**config.mk**
```make
export PLATFORM = sky130hd
export DESIGN_NAME = dcache
export DESIGN_NICKNAME = d
export VERILOG_FILES = /design/src/rtl/dcache_pkg.sv /design/src/rtl/dcache.sv /design/src/rtl/dcache_ctrl.sv /design/src/rtl/dcache_data.sv /design/src/rtl/dcache_tags.sv
export SDC_FILE = /design/constraint.sdc
export NUM_CORES = 2
export LEC_CHECK = 0
export BUFFER_PORTS_ARGS = -buffer_cell sky130_fd_sc_hd__buf_4
export CAP_MARGIN = 0
export CORE_ASPECT_RATIO = 1.2
export CORE_MARGIN = 5
export CORE_UTILIZATION = 30
export CTS_CLUSTER_SIZE = 30
export DETAILED_ROUTE_END_ITERATION = 7
export PLACE_DENSITY_LB_ADDON = 0.15
export SLEW_MARGIN = 10
export SYNTH_ARGS = -nofsm -noshare
export SYNTH_HDL_FRONTEND = slang
export SYNTH_HIERARCHICAL = 1
export SYNTH_SLANG_ARGS = --single-unit
```
**constraint.sdc**
```tcl
create_clock -name CLK -period 9.4 [get_ports CLK]
set_clock_uncertainty 0.1 [all_clocks]
set_input_delay 1.88 -clock CLK [delete_from_list [all_inputs] [get_ports CLK]]
set_output_delay 1.88 -clock CLK [all_outputs]
set_load 0.01 [all_outputs]
```
**src/rtl/dcache_pkg.sv**
```systemverilog
/* dcache package
   geometry, address field types and controller states for the data cache
*/
package dcache_pkg;

   localparam int WORD_W     = 32;
   localparam int SETS       = 8;
   localparam int WAYS       = 2;
   localparam int BLK_WORDS  = 2;
   localparam int BYTE_OFF_W = 2;
   localparam int IDX_W      = $clog2(SETS);
   localparam int TAG_W      = WORD_W - IDX_W - $clog2(BLK_WORDS) - BYTE_OFF_W;

   typedef logic [WORD_W-1:0] word_t;
   typedef logic [TAG_W-1:0]  tag_t;
   typedef logic [IDX_W-1:0]  idx_t;

   // hit count lands here once the flush is over
   localparam word_t HIT_COUNT_ADDR = 32'h3100;

   // address layout, msb first: tag | index | word in block | byte offset

   typedef enum logic [3:0]
   {
      IDLE,
      WB1,     // victim word 0 out
      WB2,     // victim word 1 out
      FILL1,   // other word in
      FILL2,   // requested word in
      FLUSH1,
      FLUSH2,
      COUNT,   // hit count write
      DONE
   } dstate_t;

endpackage
```
**src/rtl/dcache.sv**
```systemverilog
/* dcache top level
   two-way write-back data cache: tag store, data store and controller
*/
`timescale 1ns/100ps

module dcache (
   input  logic              CLK,
   input  logic              nRST,
   input  logic              dmem_ren,
   input  logic              dmem_wen,
   input  logic              halt,
   input  dcache_pkg::word_t dmem_addr,
   input  dcache_pkg::word_t dmem_store,
   input  logic              mem_wait,
   input  dcache_pkg::word_t mem_load,
   output logic              dhit,
   output logic              flushed,
   output logic              mem_ren,
   output logic              mem_wen,
   output dcache_pkg::word_t dmem_load,
   output dcache_pkg::word_t mem_addr,
   output dcache_pkg::word_t mem_store
);
   import dcache_pkg::*;

   idx_t  look_idx;
   tag_t  look_tag;
   logic  upd_way;
   logic  fill_en;
   logic  dirty_en;
   logic  touch_en;
   logic  inval_en;
   logic  hit;
   logic  hit_way;
   logic  victim_way;
   logic  victim_valid;
   logic  victim_dirty;
   tag_t  victim_tag;
   idx_t  idx;
   logic  way;
   logic  off;
   logic  wr_en;
   word_t wr_data;
   word_t rd_data;

   dcache_tags u_tags (
      .CLK, .nRST,
      .look_idx, .look_tag, .upd_way,
      .fill_en, .dirty_en, .touch_en, .inval_en,
      .hit, .hit_way, .victim_way, .victim_valid, .victim_dirty, .victim_tag
   );

   dcache_data u_data (
      .CLK,
      .idx, .way, .off, .wr_en, .wr_data,
      .rd_data
   );

   dcache_ctrl u_ctrl (
      .CLK, .nRST,
      .dmem_ren, .dmem_wen, .halt, .dmem_addr, .dmem_store,
      .mem_wait, .mem_load,
      .hit, .hit_way, .victim_way, .victim_valid, .victim_dirty, .victim_tag,
      .rd_data,
      .dhit, .flushed, .dmem_load,
      .mem_ren, .mem_wen, .mem_addr, .mem_store,
      .look_idx, .look_tag, .upd_way,
      .fill_en, .dirty_en, .touch_en, .inval_en,
      .idx, .way, .off, .wr_en, .wr_data
   );

endmodule

```
**src/rtl/dcache_ctrl.sv**
```systemverilog
/* dcache controller
   hit handling, victim write-back, block fill, flush walk and hit count
*/
`timescale 1ns/100ps

module dcache_ctrl (
   input  logic              CLK,
   input  logic              nRST,
   input  logic              dmem_ren,
   input  logic              dmem_wen,
   input  logic              halt,
   input  dcache_pkg::word_t dmem_addr,
   input  dcache_pkg::word_t dmem_store,
   input  logic              mem_wait,
   input  dcache_pkg::word_t mem_load,
   input  logic              hit,
   input  logic              hit_way,
   input  logic              victim_way,
   input  logic              victim_valid,
   input  logic              victim_dirty,
   input  dcache_pkg::tag_t  victim_tag,
   input  dcache_pkg::word_t rd_data,
   output logic              dhit,
   output logic              flushed,
   output dcache_pkg::word_t dmem_load,
   output logic              mem_ren,
   output logic              mem_wen,
   output dcache_pkg::word_t mem_addr,
   output dcache_pkg::word_t mem_store,
   output dcache_pkg::idx_t  look_idx,
   output dcache_pkg::tag_t  look_tag,
   output logic              upd_way,
   output logic              fill_en,
   output logic              dirty_en,
   output logic              touch_en,
   output logic              inval_en,
   output dcache_pkg::idx_t  idx,
   output logic              way,
   output logic              off,
   output logic              wr_en,
   output dcache_pkg::word_t wr_data
);
   import dcache_pkg::*;

   localparam logic [BYTE_OFF_W-1:0] NO_BYTE = '0;

   dstate_t state;
   dstate_t next_state;
   logic    sel_way;
   logic    next_sel_way;
   idx_t    fl_idx;
   logic    fl_way;
   logic    fl_last;
   logic    fl_step;
   word_t   hit_cnt;
   logic    cnt_en;
   tag_t    req_tag;
   idx_t    req_idx;
   logic    req_off;

   assign req_tag = dmem_addr[WORD_W-1 -: TAG_W];
   assign req_idx = dmem_addr[BYTE_OFF_W+1 +: IDX_W];
   assign req_off = dmem_addr[BYTE_OFF_W];
   assign fl_last = (fl_idx == idx_t'(SETS-1)) && fl_way;

   always_ff @(posedge CLK, negedge nRST)
   begin
      if (!nRST)
      begin
         state   <= IDLE;
         sel_way <= 1'b0;
         fl_idx  <= '0;
         fl_way  <= 1'b0;
         hit_cnt <= '0;
      end
      else
      begin
         state   <= next_state;
         sel_way <= next_sel_way;
         if (fl_step)
         begin
            {fl_idx, fl_way} <= {fl_idx, fl_way} + 1'b1;   // walk way 0, way 1, next set
         end
         if (cnt_en)
         begin
            hit_cnt <= hit_cnt + 32'd1;
         end
      end
   end

   always_comb
   begin
      next_state   = state;
      next_sel_way = sel_way;
      fl_step      = 1'b0;
      cnt_en       = 1'b0;
      dhit         = 1'b0;
      flushed      = 1'b0;
      dmem_load    = '0;
      mem_ren      = 1'b0;
      mem_wen      = 1'b0;
      mem_addr     = '0;
      mem_store    = '0;
      look_idx     = req_idx;
      look_tag     = req_tag;
      upd_way      = sel_way;
      fill_en      = 1'b0;
      dirty_en     = 1'b0;
      touch_en     = 1'b0;
      inval_en     = 1'b0;
      idx          = req_idx;
      way          = sel_way;
      off          = req_off;
      wr_en        = 1'b0;
      wr_data      = dmem_store;

      case (state)
         IDLE:
         begin
            if (halt)
            begin
               next_state = FLUSH1;
            end
            else if (dmem_ren || dmem_wen)
            begin
               if (hit)
               begin
                  dhit     = 1'b1;
                  cnt_en   = 1'b1;
                  touch_en = 1'b1;
                  upd_way  = hit_way;
                  way      = hit_way;
                  if (dmem_wen)
                  begin
                     wr_en    = 1'b1;
                     dirty_en = 1'b1;
                  end
                  else
                  begin
                     dmem_load = rd_data;
                  end
               end
               else
               begin
                  upd_way      = victim_way;   // victim_dirty now refers to it
                  next_sel_way = victim_way;
                  next_state   = victim_dirty ? WB1 : FILL1;
               end
            end
            else
            begin
               dhit = 1'b1;
            end
         end
         WB1, WB2:
         begin
            off       = (state == WB2);
            mem_wen   = 1'b1;
            mem_addr  = {victim_tag, req_idx, off, NO_BYTE};
            mem_store = rd_data;
            if (!mem_wait)
            begin
               next_state = (state == WB1) ? WB2 : FILL1;
            end
         end
         FILL1:
         begin
            off      = ~req_off;   // other word first
            mem_ren  = 1'b1;
            mem_addr = {req_tag, req_idx, ~req_off, NO_BYTE};
            wr_data  = mem_load;
            wr_en    = !mem_wait;
            if (!mem_wait)
            begin
               next_state = FILL2;
            end
         end
         FILL2:
         begin
            mem_ren  = 1'b1;
            mem_addr = {req_tag, req_idx, req_off, NO_BYTE};
            wr_data  = dmem_wen ? dmem_store : mem_load;   // store merge
            wr_en    = !mem_wait;
            if (!dmem_wen)
            begin
               dmem_load = mem_load;
            end
            if (!mem_wait)
            begin
               dhit       = 1'b1;
               fill_en    = 1'b1;
               touch_en   = 1'b1;
               dirty_en   = dmem_wen;
               next_state = IDLE;
            end
         end
         FLUSH1, FLUSH2:
         begin
            look_idx = fl_idx;
            upd_way  = fl_way;
            idx      = fl_idx;
            way      = fl_way;
            off      = (state == FLUSH2);
            if (victim_dirty)
            begin
               mem_wen   = 1'b1;
               mem_addr  = {victim_tag, fl_idx, off, NO_BYTE};
               mem_store = rd_data;
            end
            if (!victim_dirty)
            begin
               inval_en   = victim_valid;   // clean way, one cycle
               fl_step    = 1'b1;
               next_state = fl_last ? COUNT : FLUSH1;
            end
            else if (!mem_wait && state == FLUSH1)
            begin
               next_state = FLUSH2;
            end
            else if (!mem_wait)
            begin
               inval_en   = 1'b1;
               fl_step    = 1'b1;
               next_state = fl_last ? COUNT : FLUSH1;
            end
         end
         COUNT:
         begin
            mem_wen   = 1'b1;
            mem_addr  = HIT_COUNT_ADDR;
            mem_store = hit_cnt;
            if (!mem_wait)
            begin
               next_state = DONE;
            end
         end
         DONE:
         begin
            dhit    = 1'b1;
            flushed = 1'b1;
         end
         default:
         begin
            next_state = IDLE;
         end
      endcase
   end

endmodule

```
**src/rtl/dcache_data.sv**
```systemverilog
/* dcache data store
   one word per (set, way, offset); async read, clocked write
*/
`timescale 1ns/100ps

module dcache_data (
   input  logic              CLK,
   input  dcache_pkg::idx_t  idx,
   input  logic              way,
   input  logic              off,
   input  logic              wr_en,
   input  dcache_pkg::word_t wr_data,
   output dcache_pkg::word_t rd_data
);
   import dcache_pkg::*;

   word_t mem [SETS][WAYS][BLK_WORDS];

   // read and write share the same location
   always_comb
   begin
      rd_data = mem[idx][way][off];
   end

   always_ff @(posedge CLK)
   begin
      if (wr_en)
      begin
         mem[idx][way][off] <= wr_data;
      end
   end

endmodule

```
**src/rtl/dcache_tags.sv**
```systemverilog
/* dcache tag store
   tags, valid/dirty bits and per-set LRU, with hit and victim lookup
*/
`timescale 1ns/100ps

module dcache_tags (
   input  logic             CLK,
   input  logic             nRST,
   input  dcache_pkg::idx_t look_idx,
   input  dcache_pkg::tag_t look_tag,
   input  logic             upd_way,
   input  logic             fill_en,
   input  logic             dirty_en,
   input  logic             touch_en,
   input  logic             inval_en,
   output logic             hit,
   output logic             hit_way,
   output logic             victim_way,
   output logic             victim_valid,
   output logic             victim_dirty,
   output dcache_pkg::tag_t victim_tag
);
   import dcache_pkg::*;

   tag_t                       tags [SETS][WAYS];
   logic [SETS-1:0][WAYS-1:0]  valid;
   logic [SETS-1:0][WAYS-1:0]  dirty;
   logic [SETS-1:0]            lru;      // way to evict next
   logic                       match0;
   logic                       match1;

   always_comb
   begin
      match0 = valid[look_idx][0] && (tags[look_idx][0] == look_tag);
      match1 = valid[look_idx][1] && (tags[look_idx][1] == look_tag);
      hit     = match0 | match1;
      hit_way = match1;

      // empty ways go first, way 0 before way 1
      if (!valid[look_idx][0])
      begin
         victim_way = 1'b0;
      end
      else if (!valid[look_idx][1])
      begin
         victim_way = 1'b1;
      end
      else
      begin
         victim_way = lru[look_idx];
      end

      // state of the way the controller points at
      victim_valid = valid[look_idx][upd_way];
      victim_dirty = valid[look_idx][upd_way] & dirty[look_idx][upd_way];
      victim_tag   = tags[look_idx][upd_way];
   end

   always_ff @(posedge CLK, negedge nRST)
   begin
      if (!nRST)
      begin
         valid <= '0;
         dirty <= '0;
         lru   <= '0;
      end
      else
      begin
         if (fill_en)
         begin
            valid[look_idx][upd_way] <= 1'b1;
            dirty[look_idx][upd_way] <= 1'b0;
         end
         if (dirty_en)
         begin
            dirty[look_idx][upd_way] <= 1'b1;   // overrides fill on write miss
         end
         if (inval_en)
         begin
            valid[look_idx][upd_way] <= 1'b0;
            dirty[look_idx][upd_way] <= 1'b0;
         end
         if (touch_en)
         begin
            lru[look_idx] <= ~upd_way;
         end
      end
   end

   always_ff @(posedge CLK)
   begin
      if (fill_en)
      begin
         tags[look_idx][upd_way] <= look_tag;
      end
   end

endmodule

```
## Word-level counts from Yosys, hierarchy flattened

Memories as Yosys holds them, arrays and structs flattened.
Cells that the tools add are included.

| word-level totals | value |
|---|---|
| flip-flop bits (word level) | 81 |
| bits in writable memories | 1,440 |
| output and inout bits | 100 |
| word-level logic and storage cells | 193 |
| memories kept | 2 |

Memories:

| name | depth | bits a word | rd ports | clocked after memory_dff | wr ports | RTL line | text |
|---|---|---|---|---|---|---|---|
| u_data.mem | 8 | 128 | 1 | 0 | 1 | dcache_data.sv:17 | `word_t mem [SETS][WAYS][BLK_WORDS];` |
| u_tags.tags | 8 | 52 | 1 | 0 | 1 | dcache_tags.sv:25 | `tag_t tags [SETS][WAYS];` |

| cells by class | value |
|---|---|
| add/subtract/negate cells | 2 |
| magnitude comparators | 10 |
| eq/ne operators | 18 |
| mux-type cells | 105 |
| bitwise gates (word level) | 16 |
| reductions and logical operators | 18 |

Operator list:

| operator | number |
|---|---|
| $mux W32 | 12 |
| $mux W64 | 4 |
| $pmux W32 S5 | 1 |
| $mux W128 | 1 |
| $pmux W32 S2 | 2 |
| $mux W26 | 4 |
| $pmux W32 S3 | 1 |
| $mux W16 | 5 |
| $demux W64 S1 | 1 |
| $eq A26 B26 Y1 | 2 |
| $mux W52 | 1 |
| $and A16 B16 Y16 | 3 |
| $mux W4 | 10 |
| $mux W1 | 39 |
| $add A32 B1 Y32 const B | 1 |
| $demux W32 S1 | 1 |
| $or A16 B16 Y16 | 2 |
| $pmux W4 S7 | 1 |
| $demux W26 S1 | 1 |
| $eq A4 B3 Y1 const B | 4 |
| $not A16 Y16 | 1 |
| $bmux W2 S3 | 2 |
| $pmux W1 S2 | 6 |
| $mux W2 | 5 |
| other kinds (34) | 59 |

## Logic depth before layout (Yosys ltp)

| depth | value |
|---|---|
| depth in word-level cells | 24 |
| mapped depth | 33 |
| gate-level depth less buffers | 23 |

## Hierarchy

Netlist, hierarchy kept.

Modules (own cells, without submodules):

| module | instances | cells each | area each (um^2) | sequential area each (um^2) |
|---|---|---|---|---|
| dcache_data | 1 | 2,331 | 39,581.7 | 30,749.5 |
| dcache_tags | 1 | 1,107 | 18,878.1 | 13,492.9 |
| dcache_ctrl | 1 | 434 | 4,001.3 | 1,026.0 |

## Worst setup path before layout

Ideal clock, no wire load.

| timing path | value |
|---|---|
| path kind | in2out |
| start | in dmem_addr[4] |
| end | out mem_store[21] |
| arrival | 7,143 ps |
| data required time | 7,420 ps |
| setup slack | 277 ps |
| stages on the path | 23 |
| path buffers | 6 |
| path through | mux2_2 buf_4 buf_6 mux2_4 a2111oi_2 nor3_1 nor4b_1 nand4_1 nor4_4 a41o_1 mux2i_1 or4_1 nand3_1 clkbuf_1 clkinv_1 a21oi_1 o2111a_1 clkbuf_1 nor2b_1 nor3_1 clkbuf_1 buf_1 a22o_1 |

| between the ends | value |
|---|---|
| elaborated cells on any way between the ends | 38 |
| those cells by class | 2 x eq/ne; 29 x mux; 3 x bitwise; 2 x reduce/logical; 2 x memory |

RTL lines:

| item | RTL line | text |
|---|---|---|
| from (decl) | dcache.sv:12 | `input dcache_pkg::word_t dmem_addr,` |
| $mux W3 * | dcache_ctrl.sv:117 | `case (state)` |
| via look_idx[1] | dcache.sv:26 | `idx_t look_idx;` |
| $mem_v2 Z8 W52 / $bmux W2 S3 (equally long branches) | -- |  |
| $eq A26 B26 Y1 / $mux W2 (equally long branches) | dcache_tags.sv:35, dcache_tags.sv:34, dcache_tags.sv:40 |  |
| $logic_and A1 B1 Y1 * | dcache_tags.sv:35 | `match1 = valid[look_idx][1] && (tags[look_idx][1] == look_tag);` |
| via hit_way | dcache.sv:34 | `logic hit_way;` |
| $or A1 B1 Y1 * | dcache_tags.sv:36 | `hit = match0 \| match1;` |
| via hit | dcache.sv:33 | `logic hit;` |
| [... 3 more ...] | -- |  |
| $pmux W1 S2 * | dcache_ctrl.sv:117 |  |
| via upd_way | dcache.sv:28 | `logic upd_way;` |
| $mux W1 * (2 in series) | -- |  |
| via victim_valid | dcache.sv:36 | `logic victim_valid;` |
| $and A1 B1 Y1 * | dcache_tags.sv:55 | `victim_dirty = valid[look_idx][upd_way] & dirty[look_idx][upd_way];` |
| via victim_dirty | dcache.sv:37 | `logic victim_dirty;` |
| $mux W32 * | dcache_ctrl.sv:204 | `if (victim_dirty)` |
| $pmux W32 S3 * | dcache_ctrl.sv:117 |  |
| to (decl) | dcache.sv:22 | `output dcache_pkg::word_t mem_store` |

The timed path passes the listed nets; every way through them passes the cells marked *. The select of a mux whose other input is x is not followed.

## Final worst setup path

| timing path | value |
|---|---|
| start | in dmem_addr[4] |
| end | out mem_store[23] |

| between the ends | value |
|---|---|
| elaborated cells on any way between the ends | 38 |
| those cells by class | 2 x eq/ne; 29 x mux; 3 x bitwise; 2 x reduce/logical; 2 x memory |

RTL lines:

| item | RTL line | text |
|---|---|---|
| $mux W3 * | dcache_ctrl.sv:117 |  |
| via idx[1] | dcache.sv:39 | `idx_t idx;` |
| $mem_v2 Z8 W52 / $bmux W2 S3 (equally long branches) | -- |  |
| $eq A26 B26 Y1 / $mux W2 (equally long branches) | dcache_tags.sv:35, dcache_tags.sv:34, dcache_tags.sv:40 |  |
| $logic_and A1 B1 Y1 * | dcache_tags.sv:35 |  |
| via hit_way | dcache.sv:34 |  |
| $or A1 B1 Y1 * | dcache_tags.sv:36 |  |
| via hit | dcache.sv:33 |  |
| [... 2 more ...] | -- |  |
| $mux W1 * | dcache_ctrl.sv:120 | `if (halt)` |
| $pmux W1 S2 * | dcache_ctrl.sv:117 |  |
| via upd_way | dcache.sv:28 |  |
| $mux W1 (implied by the code) (2 in series) | dcache_tags.sv:55 |  |
| $and A1 B1 Y1 * | dcache_tags.sv:55 |  |
| via victim_dirty | dcache.sv:37 |  |
| $mux W32 * | dcache_ctrl.sv:204 |  |
| $pmux W32 S3 * | dcache_ctrl.sv:117 |  |

Marked as above.

==> results.md <==
- Largest net degree at the start of global routing: 73
- DRC viols: 0
- Power Density: 349 nW/um2
- Synth Instances: 3,872
- CTS buffer count: 167
- Crit-path max cell delay: 0.51 ns
- Reg2reg end: u_data/mem[0][60]$_DFFE_PP_
- Avg Cell Area, Syn: 16.1 um2
- CORE AREA: 207,000 um2
- Gpl congestion: 0.799
- Nets: 4,388
- Fill cell count: 19,700
- Vias post-DR: 38,300
- F_max: 109 MHz
- IO buf count: 197
- First-pass GRT wire length: 305,000 um
- DR pass1 iterations: 6
- GRT Util Overall: 0.196
- Max-slew violations: 0
- Ranking of synthesized cells by area: edfxtp_1 (69%), mux2i_1 (3.4%), dfrtp_1 (3.2%)
- Worst VDD drop: 216 uV
- EDFF count, synth: 1,440
- Routed Antenna Nets: 0
- Critical Path End Type: output port
- CP required: 7.42 ns
- Most frequent cells in the layout: edfxtp_1 (1,440), buf_4 (501), mux2i_1 (211), a22oi_1 (209), clkbuf_16 (170)
- Final hold vios: 0
- Max-slew headroom: 0.213
- CTS Hold Bufs: 0
- Worst hold path class: reg2reg
- Most common cell after layout, fill and taps aside: edfxtp_1
- Asr flop ratio synth: 0.0533
- Clock Path Buffers: 3
- Vias in the first global route: 38,900
- Top-Level Pins: 202
- Setup violations, final: 0
- Hold Path Depth: 1
- Worst r2r src: u_ctrl/state[1]$_DFFE_PN0P_
- Final Non-Filler Cells: 7,198
- Antenna violations before repair: 5
- Total gr overflow: 0
- Max_cap viols: 0
- CTS Sinks: 1,521
- Setup slack, reg-to-reg: 2.27 ns
- Pint: 15.9 mW
- CTS H-tree lvls: 4
- Worst-Skew Late Latency: 0.82 ns
- Initial core utilization: 0.301
- Iteration-0 DRC Markers: 3,203
- Detail-routed net length per standard cell: 30.2 um
- Die Y: 510 um
- Final Cycle Share: 0.980
- Post-synth top area cell: edfxtp_1
- Placed cell count: 6,873
- HP Start: u_ctrl/hit_cnt[16]$_DFFE_PN0P_
- CP max stage cell: or4_4
- RSZ-0062 raised after global routing: no
- Comb power frac: 0.450
- Synth cell types: 81
- Synth top area share: 0.692
- Clock Power Share: 0.241
- Mapped Area: 62,500 um2
- CP Launch Type: input port
- Register share of total power: 0.309
- Max FO, Critical Path: 18
- Register area share after synthesis: 0.725
- Switching share of power: 0.393
- Full die area: 217,000 um2
- Row count: 183
- Crit Path Class: in2out
- Root Driver: clkbuf_16
- Die W: 427 um
- Finished Cell Area: 75,100 um2
- Worst reg2reg path depth: 26
- Yosys warns: 6
- DRT Wirelength: 218,000 um
- Tmin final: 9.22 ns
- Clock transition at the registers of the reported paths: 0.06 ns
- CTS tree: built
- Critical path's most frequent cell: buf_4
- P_sw: 10.3 mW
- Post-DP Area: 69,500 um2
- Crit path setup slack, layout: 0.184 ns
- Crit path arrival time: 7.24 ns
- Worst-Margin Slew: 1.17 ns
- Post-DP HPWL: 136,000 um
- Top FF cell, synth: edfxtp_1
- Vias per inst: 5.32
- Yosys reg bits: 1,521
- Hold Path End: u_ctrl/hit_cnt[16]$_DFFE_PN0P_
- Outcome: completed
- Setup TNS: 0 ns
- Leakage power total: 24.9 nW
- Ratio of cells with drive above 1 in the final layout: 0.236
- Place WS: -0.640 ns
- Layout area overhead: 20.2%
-- what timing repair did --
action / in CTS / in global routing
endpoints found under the setup margin: 95 / 72
pin swaps: 1 / 7
buffers inserted: 4 / 12
gates cloned: 0 / 1
gates resized for setup: 12 / 26
-- routing by layer --
| layer | vias to the layer above | track usage | routed length [um] |
|---|---|---|---|
| met4 | 0 | 0.0589 | 6420 |
| met5 | - | 0 | 0 |
| li1 | 16500 | - | - |
| met2 | 1128 | 0.344 | 110000 |
| met1 | 20300 | 0.252 | 90700 |
| met3 | 284 | 0.0279 | 10200 |
-- through the flow --
| stage | utilization | hold WS, ns | power (mW) |
|---|---|---|---|
| 6_report | 0.362 | 0.387 | 26.2 |
| 5_1_grt | 0.362 | 0.422 | 27.3 |
| 4_1_cts | 0.361 | 0.396 | 26.4 |
| 3_5_place_dp | 0.335 | 0.382 | 20.0 |
| 3_3_place_gp | 0.335 | 0.375 | 19.9 |
| 2_1_floorplan | - | 0.346 | 13.8 |
-- cells by family (layout without fill, tap and decap cells) --
group | after synthesis | count (layout) | share of synthesized area
muxes | 360 | 360 | 0.0707
adders and majority gates | 2 | 2 | 0.000401
and+or+nand+nor | 489 | 489 | 0.0398
AOI/OAI and AO/OA | 1079 | 1079 | 0.125
xor gates and xnor gates | 76 | 76 | 0.0107
other | 1 | 4 | 0.0000600
buffers and inverters | 344 | 892 | 0.0290
DFF | 1521 | 1521 | 0.725
-- power by group through the flow --
stage / Clock, mW / Combinational [mW] / Sequential [mW]
CTS: 6.45 / 11.8 / 8.10
finish: 6.29 / 11.8 / 8.10
global placement: 0 / 11.7 / 8.23
detailed placement: 0 / 11.7 / 8.24
global route: 6.74 / 12.4 / 8.11
floorplan: 0 / 5.60 / 8.21
-- flip-flops by register name, indices dropped and copies added, names as in the netlist, 3 cells and up --
register	count
u_ctrl/fl_idx	3
u_ctrl/state	4
u_tags/valid	16
u_ctrl/hit_cnt	32
u_tags/dirty	16
u_tags/tags	416
u_tags/lru	8
u_data/mem	1024
-- synth_stat cells (all sizes together), types with 11 or more instances --
library cell  instances
edfxtp             1440
buf                 213
mux2i               212
a22oi               210
o21ai               185
a21oi               156
a221oi              132
nor2                130
a22o                119
nand2               111
clkbuf              108
mux2                 93
dfrtp                81
mux4                 55
nor3                 51
o22ai                41
nand3                40
xnor2                40
xor2                 36
nor2b                28
nand4                26
o221ai               24
a211o                23
a211oi               23
nor4                 23
inv                  21
a222oi               17
a2bb2oi              17
nand2b               17
o31ai                16
a221o                12
a21o                 11
a32o                 11
and3                 11
o21a                 11
-- how the worst max path moves through the flow --
stage / start / to / slack [ns] / cells after the start
3_5_place_dp: dmem_addr[4] / mem_store[9] / -0.64 / 24
3_3_place_gp: dmem_addr[4] / mem_store[23] / -0.63 / 20
4_1_cts: u_ctrl/state[0]$_DFFE_PN0P_ / mem_store[23] / 0.04 / 25
2_1_floorplan: dmem_addr[4] / mem_store[21] / 0.28 / 23
6_report: dmem_addr[4] / mem_store[23] / 0.18 / 25
5_1_grt: dmem_addr[4] / mem_wen / 0.02 / 26
-- layout make-up --
class	count	area, um2	area share
multi-input combinational	2008	16000	0.214
clock inverter	82	743	0.00990
tap	2775	3470	0.0463
sequential	1521	45300	0.603
timing repair buffer	563	4990	0.0665
antenna	2	5.00	0.0000667
inverter	23	93.8	0.00125
clock buffer	224	4470	0.0595
-- critical path, delay by kind of cell --
kind                   cells  cell delay [ns]
buffers and inverters      7             1.13
multiplexers               4             1.19
AND/OR/NAND/NOR            6             1.35
XOR/XNOR                   1             0.17
AO/OA/AOI/OAI              7             1.46
No activity file was read; power rests on OpenSTA's default activity.
